### src/logic/acq_pkg.sv
//////////////////////////////////////////////////////////////////////
// acquisition channel package
// shared widths of the pin word, sample, gain and time stamp
// calibration, stamped sample and output record structs
//////////////////////////////////////////////////////////////////////

package acq_pkg;

  //////////////////////////////////////////////////////////////////////
  // widths
  //////////////////////////////////////////////////////////////////////

  // calibrated sample width
  localparam int unsigned adc_w = 14;
  // raw word on the ADC pins, two low bits reserved
  localparam int unsigned pin_w = 16;
  // gain multiplier width
  localparam int unsigned gain_w = 16;
  // time stamp counter width
  localparam int unsigned ts_w = 64;

  // gain value for a factor of 1.0
  localparam int unsigned gain_one = 2**14;

  //////////////////////////////////////////////////////////////////////
  // types
  //////////////////////////////////////////////////////////////////////

  // signed sample, before and after calibration
  typedef logic signed [adc_w-1:0] sample_t;
  // signed gain, fixed point with gain_one as unity
  typedef logic signed [gain_w-1:0] gain_t;

  // per channel calibration
  typedef struct packed {
    gain_t   gain;
    sample_t offset;
  } cal_t;

  // adc_clk cycle count
  typedef logic [ts_w-1:0] ts_t;

  // producer output, also the FIFO entry
  typedef struct packed {
    sample_t sample;
    ts_t     ts;
  } stamped_t;

  // one averaged output record
  typedef struct packed {
    sample_t avg;
    ts_t     ts;
  } rec_t;

endpackage: acq_pkg

### src/logic/acq_top.sv
//////////////////////////////////////////////////////////////////////
// acquisition channel top level
// front end, sample FIFO and averaging decimator
//////////////////////////////////////////////////////////////////////

`timescale 1ns/1ps

module acq_top import acq_pkg::*; #(
  parameter int unsigned fifo_depth  = 16,
  parameter int unsigned max_dec_log = 3
)(
  // clock and reset
  input  logic             adc_clk,
  input  logic             top_rst,
  // ADC pins
  input  logic [pin_w-1:0] adc_dat_i,
  input  logic             adc_vld_i,
  // configuration
  input  cal_t             cal_i,
  input  logic [1:0]       dec_i,
  // record stream
  output rec_t             rec_o,
  output logic             rec_vld_o,
  input  logic             rec_rdy_i,
  // status
  output logic             overflow_o
);

  // front end to FIFO
  stamped_t smp;
  logic     smp_vld;
  // FIFO to decimator
  stamped_t head;
  logic     head_vld;
  logic     head_rdy;

  adc_frontend frontend (
    .adc_clk   (adc_clk),
    .top_rst   (top_rst),
    .adc_dat_i (adc_dat_i),
    .adc_vld_i (adc_vld_i),
    .cal_i     (cal_i),
    .smp_o     (smp),
    .smp_vld_o (smp_vld)
  );

  sample_fifo #(
    .fifo_depth (fifo_depth)
  ) buffer (
    .adc_clk    (adc_clk),
    .top_rst    (top_rst),
    .wr_i       (smp),
    .wr_vld_i   (smp_vld),
    .rd_o       (head),
    .rd_vld_o   (head_vld),
    .rd_rdy_i   (head_rdy),
    .overflow_o (overflow_o)
  );

  sample_decimator #(
    .max_dec_log (max_dec_log)
  ) decimator (
    .adc_clk   (adc_clk),
    .top_rst   (top_rst),
    .dec_i     (dec_i),
    .smp_i     (head),
    .smp_vld_i (head_vld),
    .smp_rdy_o (head_rdy),
    .rec_o     (rec_o),
    .rec_vld_o (rec_vld_o),
    .rec_rdy_i (rec_rdy_i)
  );

endmodule: acq_top

### src/logic/adc_frontend.sv
//////////////////////////////////////////////////////////////////////
// ADC front end of the acquisition channel
// pin word capture and current time stamp counter
// offset binary to signed conversion
// gain and offset calibration with saturation
//////////////////////////////////////////////////////////////////////

`timescale 1ns/1ps

module adc_frontend import acq_pkg::*; (
  // clock and reset
  input  logic             adc_clk,
  input  logic             top_rst,
  // ADC pins
  input  logic [pin_w-1:0] adc_dat_i,
  input  logic             adc_vld_i,
  // calibration
  input  cal_t             cal_i,
  // stamped sample toward the FIFO, push only
  output stamped_t         smp_o,
  output logic             smp_vld_o
);

  // product width, sample times gain
  localparam int unsigned mul_w = adc_w + gain_w;
  // fixed point position of the gain
  localparam int unsigned gain_sh = $clog2(gain_one);

  // saturation limits, in product width
  localparam logic signed [mul_w-1:0] smp_max = mul_w'(2**(adc_w-1) - 1);
  localparam logic signed [mul_w-1:0] smp_min = -mul_w'(2**(adc_w-1));

  //////////////////////////////////////////////////////////////////////
  // current time stamp
  //////////////////////////////////////////////////////////////////////

  ts_t cts_q;

  // zero on the first edge after reset
  always_ff @(posedge adc_clk, posedge top_rst) begin
    if (top_rst) begin
      cts_q <= '0;
    end else begin
      cts_q <= cts_q + 1'b1;
    end
  end

  //////////////////////////////////////////////////////////////////////
  // stage 1, pin capture
  //////////////////////////////////////////////////////////////////////

  // reserved low bits are not kept
  logic [pin_w-1:2] pin_q;
  logic             pin_vld_q;
  ts_t              pin_ts_q;

  always_ff @(posedge adc_clk, posedge top_rst) begin
    if (top_rst) begin
      pin_vld_q <= 1'b0;
    end else begin
      pin_vld_q <= adc_vld_i;
    end
  end

  // payload, taken on every capture edge
  always_ff @(posedge adc_clk) begin
    if (adc_vld_i) begin
      pin_q    <= adc_dat_i[pin_w-1:2];
      pin_ts_q <= cts_q;
    end
  end

  //////////////////////////////////////////////////////////////////////
  // stage 2, conversion and calibration
  //////////////////////////////////////////////////////////////////////

  sample_t                  raw_smp;
  logic signed [mul_w-1:0]  prod;
  logic signed [mul_w-1:0]  scaled;
  logic signed [mul_w-1:0]  sum;
  logic signed [mul_w-1:0]  sat;

  // pins are inverted offset binary, msb kept as sign
  assign raw_smp = {pin_q[pin_w-1], ~pin_q[pin_w-2:2]};

  always_comb begin
    // full precision product
    prod   = raw_smp * cal_i.gain;
    // back to sample scale
    scaled = prod >>> gain_sh;
    // offset is sign extended by the signed add
    sum    = scaled + cal_i.offset;
    // clamp to the sample range
    if (sum > smp_max) begin
      sat = smp_max;
    end else if (sum < smp_min) begin
      sat = smp_min;
    end else begin
      sat = sum;
    end
  end

  always_ff @(posedge adc_clk, posedge top_rst) begin
    if (top_rst) begin
      smp_vld_o <= 1'b0;
    end else begin
      smp_vld_o <= pin_vld_q;
    end
  end

  // stamped sample, ts follows its word
  always_ff @(posedge adc_clk) begin
    if (pin_vld_q) begin
      smp_o.sample <= sat[adc_w-1:0];
      smp_o.ts     <= pin_ts_q;
    end
  end

  //////////////////////////////////////////////////////////////////////
  // checks
  //////////////////////////////////////////////////////////////////////

  // each capture is pushed two cycles later with its own stamp
  a_push_stamp: assert property (@(posedge adc_clk) disable iff (top_rst)
    adc_vld_i |-> ##2 smp_vld_o && (smp_o.ts == $past(cts_q, 2)));

endmodule: adc_frontend

### src/logic/sample_decimator.sv
//////////////////////////////////////////////////////////////////////
// averaging decimator
// sums groups of 2^dec samples, shifts the sum down
// one record per group, stamped with the first sample
//////////////////////////////////////////////////////////////////////

`timescale 1ns/1ps

module sample_decimator import acq_pkg::*; #(
  // largest decimation shift
  parameter int unsigned max_dec_log = 3
)(
  // clock and reset
  input  logic       adc_clk,
  input  logic       top_rst,
  // decimation shift, group of 2^dec_i samples
  input  logic [1:0] dec_i,
  // samples from the FIFO
  input  stamped_t   smp_i,
  input  logic       smp_vld_i,
  output logic       smp_rdy_o,
  // records out
  output rec_t       rec_o,
  output logic       rec_vld_o,
  input  logic       rec_rdy_i
);

  // sum of a full group never wraps
  localparam int unsigned acc_w = adc_w + max_dec_log;
  localparam int unsigned cnt_w = max_dec_log + 1;

  logic signed [acc_w-1:0] acc_q;
  logic signed [acc_w-1:0] acc_nxt;
  logic signed [acc_w-1:0] avg_wide;
  logic [cnt_w-1:0]        cnt_q;
  logic [cnt_w-1:0]        grp_last;
  ts_t                     ts_q;
  logic                    take;
  logic                    first;
  logic                    last;

  // stalled while a record waits, free when it leaves this cycle
  assign smp_rdy_o = !rec_vld_o || rec_rdy_i;
  assign take      = smp_vld_i && smp_rdy_o;

  // group position
  assign grp_last = cnt_w'((32'd1 << dec_i) - 32'd1);
  assign first    = (cnt_q == '0);
  assign last     = (cnt_q == grp_last);

  // sign extended running sum, restarts on the first sample
  always_comb begin
    acc_nxt = acc_w'(smp_i.sample);
    if (!first) begin
      acc_nxt = acc_q + acc_w'(smp_i.sample);
    end
  end

  assign avg_wide = acc_nxt >>> dec_i;

  //////////////////////////////////////////////////////////////////////
  // group control
  //////////////////////////////////////////////////////////////////////

  always_ff @(posedge adc_clk, posedge top_rst) begin
    if (top_rst) begin
      cnt_q     <= '0;
      rec_vld_o <= 1'b0;
    end else begin
      if (take) begin
        cnt_q <= last ? '0 : cnt_q + 1'b1;
      end
      // new record wins over the one leaving
      if (take && last) begin
        rec_vld_o <= 1'b1;
      end else if (rec_rdy_i) begin
        rec_vld_o <= 1'b0;
      end
    end
  end

  // sum, first stamp and record payload
  always_ff @(posedge adc_clk) begin
    if (take) begin
      acc_q <= acc_nxt;
      if (first) begin
        ts_q <= smp_i.ts;
      end
      if (last) begin
        rec_o.avg <= avg_wide[adc_w-1:0];
        rec_o.ts  <= first ? smp_i.ts : ts_q;
      end
    end
  end

  //////////////////////////////////////////////////////////////////////
  // checks
  //////////////////////////////////////////////////////////////////////

  a_rec_stable: assert property (@(posedge adc_clk) disable iff (top_rst)
    rec_vld_o && !rec_rdy_i |=> rec_vld_o && $stable(rec_o));

endmodule: sample_decimator

### src/logic/sample_fifo.sv
//////////////////////////////////////////////////////////////////////
// synchronous FIFO of stamped samples
// push only write side, drops when full
// sticky overflow flag, valid/ready read side
//////////////////////////////////////////////////////////////////////

`timescale 1ns/1ps

module sample_fifo import acq_pkg::*; #(
  // entries, power of two from 4 up
  parameter int unsigned fifo_depth = 16
)(
  // clock and reset
  input  logic     adc_clk,
  input  logic     top_rst,
  // write side
  input  stamped_t wr_i,
  input  logic     wr_vld_i,
  // read side
  output stamped_t rd_o,
  output logic     rd_vld_o,
  input  logic     rd_rdy_i,
  // status
  output logic     overflow_o
);

  localparam int unsigned ptr_w = $clog2(fifo_depth);
  localparam int unsigned cnt_w = ptr_w + 1;

  // storage
  stamped_t mem [fifo_depth];

  logic [ptr_w-1:0] wr_ptr_q;
  logic [ptr_w-1:0] rd_ptr_q;
  logic [cnt_w-1:0] cnt_q;

  logic full;
  logic push;
  logic pop;

  // full is judged on the registered count
  assign full = (cnt_q == cnt_w'(fifo_depth));
  assign push = wr_vld_i && !full;
  assign pop  = rd_vld_o && rd_rdy_i;

  // head of the buffer
  assign rd_vld_o = (cnt_q != '0);
  assign rd_o     = mem[rd_ptr_q];

  //////////////////////////////////////////////////////////////////////
  // pointers and count
  //////////////////////////////////////////////////////////////////////

  // pointers wrap on their own, depth is a power of two
  always_ff @(posedge adc_clk, posedge top_rst) begin
    if (top_rst) begin
      wr_ptr_q   <= '0;
      rd_ptr_q   <= '0;
      cnt_q      <= '0;
      overflow_o <= 1'b0;
    end else begin
      if (push) begin
        wr_ptr_q <= wr_ptr_q + 1'b1;
      end
      if (pop) begin
        rd_ptr_q <= rd_ptr_q + 1'b1;
      end
      // count moves only when one side acts alone
      if (push && !pop) begin
        cnt_q <= cnt_q + 1'b1;
      end else if (pop && !push) begin
        cnt_q <= cnt_q - 1'b1;
      end
      // dropped word, held until reset
      if (wr_vld_i && full) begin
        overflow_o <= 1'b1;
      end
    end
  end

  // write port
  always_ff @(posedge adc_clk) begin
    if (push) begin
      mem[wr_ptr_q] <= wr_i;
    end
  end

  //////////////////////////////////////////////////////////////////////
  // checks
  //////////////////////////////////////////////////////////////////////

  a_cnt_bound: assert property (@(posedge adc_clk) disable iff (top_rst)
    cnt_q <= cnt_w'(fifo_depth));

  // head must not move while the reader stalls
  a_rd_stable: assert property (@(posedge adc_clk) disable iff (top_rst)
    rd_vld_o && !rd_rdy_i |=> rd_vld_o && $stable(rd_o));

endmodule: sample_fifo

### config.mk
export PLATFORM = sky130hd
export DESIGN_NAME = acq_top
export DESIGN_NICKNAME = d
export VERILOG_FILES = /design/src/logic/acq_pkg.sv /design/src/logic/acq_top.sv /design/src/logic/adc_frontend.sv /design/src/logic/sample_decimator.sv /design/src/logic/sample_fifo.sv
export SDC_FILE = /design/constraint.sdc
export NUM_CORES = 2
export LEC_CHECK = 0
export ABC_CLOCK_PERIOD_IN_PS = 10500
export CELL_PAD_IN_SITES_DETAIL_PLACEMENT = 2
export CELL_PAD_IN_SITES_GLOBAL_PLACEMENT = 2
export CORE_MARGIN = 2
export CORE_UTILIZATION = 30
export DETAILED_ROUTE_END_ITERATION = 10
export DONT_BUFFER_PORTS = 1
export HOLD_SLACK_MARGIN = 0.06
export PLACE_DENSITY_LB_ADDON = 0.1
export SYNTH_ARGS = -nofsm -noshare
export SYNTH_HDL_FRONTEND = slang
export SYNTH_SLANG_ARGS = --single-unit
### constraint.sdc
create_clock -name adc_clk -period 10.5 [get_ports adc_clk]
set_clock_uncertainty 0.2 [all_clocks]
set_input_delay 1.575 -clock adc_clk [delete_from_list [all_inputs] [get_ports adc_clk]]
set_output_delay 1.575 -clock adc_clk [all_outputs]
set_load 0.01 [all_outputs]
==> results.py <==
metrics = {
    "outcome": {
        "status": "completed",
    },
    "cts": {
        "ctsRootBufferMaster": "clkbuf_16",
        "cts_tree": "done",
        "cts.path.max_buffers": 3,
        "clkSlewWorstSetupHoldPaths_ns": 0.06,
        "cts-resized-gates": 0,
        "cts-buffers-inserted": 188,
        "worstSkewPairLatency_ns": 0.84,
        "cts_hold_repair.buffers": 0,
        "cts.htree.levels": 4,
        "cts_post_setup_buffers_inserted": 0,
        "clkSinkCount": 1648,
    },
    "final_layout": {
        "num-nets-final": 4161,
        "post_route_cells_drive_above_1_share": 0.205,
        "register_area_um2": 49100,
        "syn2layout_area_growth_pct": 14.1,
        "multi_input_comb_area_um2": 20600,
        "layout.filler_cells": 23100,
    },
    "detailed_routing": {
        "final_antenna_net_count": 0,
        "drc_errors": 0,
        "detail_route.first_pass.iterations": 5,
        "highest_layer": "met5",
        "met2RoutedLength_um": 95400,
        "wl_met1_um": 83300,
        "detailroute.wirelength.met3_um": 6620,
        "vias": 33700,
        "wl_per_cell_um": 26.7,
        "drt_first_iter_violations": 1832,
        "drt-vias-per-instance": 4.76,
        "routed_wl_um": 189000,
    },
    "synth": {
        "seq_area_frac_synth": 0.689,
        "synthesized_area_fraction_occupied_by_ao_oa_aoi_and_oai_cells": 0.0152,
        "postSynthNetCount": 4053,
        "netlist.area_leader.share": 0.659,
        "synth_mux_area_frac": 0.137,
        "synth.lib_cells_used.distinct": 63,
        "synthDominantAreaCellType": "edfxtp_1",
        "synth_simple_gate_area_share": 0.0383,
        "synth_adder_area_share": 0.0820,
        "postSynthCellCount": 3667,
        "ys_warn_count": 0,
        "syn_area_um2": 71200,
        "async_flop_share": 0.0516,
        "postSynth.topFlopCell": "edfxtp_1",
        "post_synth.cell_area_avg_um2": 19.4,
        "ys_ff_latch": 1648,
        "synth_xor_area_frac": 0.0148,
        "main_combinational_cell_family_by_area_after_synthesis": "multiplexers",
        "yosys-top-cells-area": "edfxtp_1 66%, mux4_2 12%, fa_1 6.2%, dfrtp_1 3.0%, ha_1 2.0%",
        "synth-edff-count": 1563,
    },
    "global_routing": {
        "antenna_found_initial": 14,
        "grt_first_pass_wirelength_um": 279000,
        "grt.total_usage": 0.158,
        "overall_overflow_remaining_after_global_route": 0,
        "grt_start_max_net_pins": 98,
        "via_count_of_the_first_global_routing_pass": 38600,
    },
    "worst_setup_path": {
        "setup.worst_path.end_class": "flop",
        "critPathMaxFanout": 16,
        "required_ns": 10.91,
        "worstSetupStartpointType": "flop",
        "cp_common_cell": "fa_1",
        "delay_contributed_by_the_slowest_stage_of_the_critical_path_ns": 0.94,
        "critPathSlowestCell": "a31oi_1",
        "timing.reg2reg.setup_slack_ns": 1.22,
        "worstPathArrival_ns": 9.69,
        "criticalPathCategory": "flop to flop",
    },
    "sta": {
        "tightestPinTransition_ns": 1.16,
        "period_needed_ns": 9.28,
        "timing.max_slew.rel_slack": 0.223,
        "rsz0062_at_grt": "false",
        "report.final.hold_viol_count": 0,
        "finalSetupViolCount": 0,
        "layout_worst_path_cycle_share": 0.884,
        "finalSetupTns_ns": 0,
        "fmax_mhz": 108,
        "drv_slew": 0,
    },
    "place": {
        "gpl.final_weighted_congestion": 0.698,
        "portBuffers": 0,
        "hpwl_um": 108000,
    },
    "die": {
        "die_height_um": 491,
        "die-width_um": 491,
        "core_area_um2": 236000,
        "floorplan.rows": 178,
        "io_pins": 132,
        "initial_utilization": 0.302,
        "design.die.area_um2": 241000,
    },
    "min_path": {
        "hold_class": "flop to flop",
    },
    "run": {
        "cap_viol_max_count": 0,
    },
}
## cell families after synthesis
logic type	after synthesis
fa+ha+maj	334
mux	478
xor+xnor	120
buf+inv	420
flops	1648
compound gates	169
simple gates	498
## worst max-delay path, delay by kind of cell (launching register included)
family	cells	cell delay, ns
adders and majority gates	8	3.88
and+or+nand+nor	6	1.15
AOI/OAI and AO/OA	10	2.79
buffers and inverters	4	0.23
DFF	1	0.81
## cell type report
cell class	instances	share of cell area
Multi-Input combinational cell	1599	0.254
Antenna cell	2	0.0000616
Tap cell	3150	0.0485
Sequential cell	1648	0.604
Clock inverter	83	0.0122
Clock buffer	268	0.0624
Inverter	279	0.0129
Timing Repair Buffer	59	0.00668
## layer usage
metal | vias up | GRT usage
met5 | - | 0
met4 | 20 | 0.0343
met3 | 252 | 0.0284
met2 | 457 | 0.272
met1 | 18600 | 0.208
li1 | 14400 | -
## registers in the layout (all words and copies together), names as in the netlist, 4 cells and up
| signal | count |
|---|---|
| frontend.cts_q | 64 |
| decimator.ts_q | 64 |
| buffer.wr_ptr_q | 4 |
| decimator.rec_o | 78 |
| frontend.smp_o | 78 |
| frontend.pin_ts_q | 64 |
| buffer.mem | 1248 |
| buffer.cnt_q | 5 |
| buffer.rd_ptr_q | 4 |
| decimator.cnt_q | 4 |
| decimator.acc_q | 17 |
| frontend.pin_q | 14 |
## layout by cell type (no fill, tap or decap), types with 17 or more instances in the layout
cell type  netlist  routed
edfxtp_1      1563    1563
mux4_2         387     387
inv_1          276     275
fa_1           221     221
clkbuf_16        0     188
nor2b_1        126     126
ha_1           113     113
nand2b_1       104     104
xnor2_1         93      93
dfrtp_1         85      80
nand2_1         76      76
clkbuf_1        75      73
mux2_2          70      70
nor2_1          72      59
buf_4            1      51
o21ai_0         38      38
a21oi_1         36      36
nand3_1         30      30
clkinv_1         3      28
xor2_1          27      27
clkinv_2         0      26
a21o_1          22      22
nor3_1          25      19
and3_1          17      17
## metrics by stage
step | cell area [um^2] | utilization | instances | hold WS, ns | setup slack [ns]
after floorplan | 71200 | - | 3667 | 0.200 | 1.31
after global routing | 81300 | 0.345 | 7087 | 0.177 | 0.435
final | 81300 | 0.345 | 7088 | 0.176 | 1.22
after detailed placement | 75200 | 0.319 | 6735 | 0.206 | 0.318
after global placement | 75200 | 0.319 | 6735 | 0.201 | 0.361
after CTS | 81300 | 0.345 | 7086 | 0.169 | 0.924
## Yosys cell counts (12+ instances only)
library cell  instances
xor2_1               27
mux4_2              387
fa_1                221
nand2b_1            104
clkbuf_1             75
xnor2_1              93
nand3_1              30
mux2i_1              15
a21oi_1              36
nor2_1               72
mux2_2               70
inv_1               276
nand2_1              76
a21o_1               22
nor3_1               25
and3_1               17
ha_1                113
nor2b_1             126
buf_1                15
edfxtp_1           1563
dfrtp_1              85
a211oi_1             13
o21ai_1              12
o21ai_0              38
buf_2                44
## worst paths after layout
kind,to,startpoint,cells past startpoint
setup / recovery,frontend.smp_o[74],frontend.pin_q[6],28
hold / removal,frontend.smp_o[39],frontend.pin_ts_q[39],0
setup reg to reg,frontend.smp_o[74],frontend.pin_q[6],28
hold reg to reg,frontend.smp_o[39],frontend.pin_ts_q[39],0
max in group asynchronous,buffer.rd_ptr_q[3],top_rst,2
min in group asynchronous,frontend.cts_q[53],top_rst,1
Power is left out: the tool's default activity adds up to more than one toggle a clock period on the data nets, which glitch-free logic cannot reach.
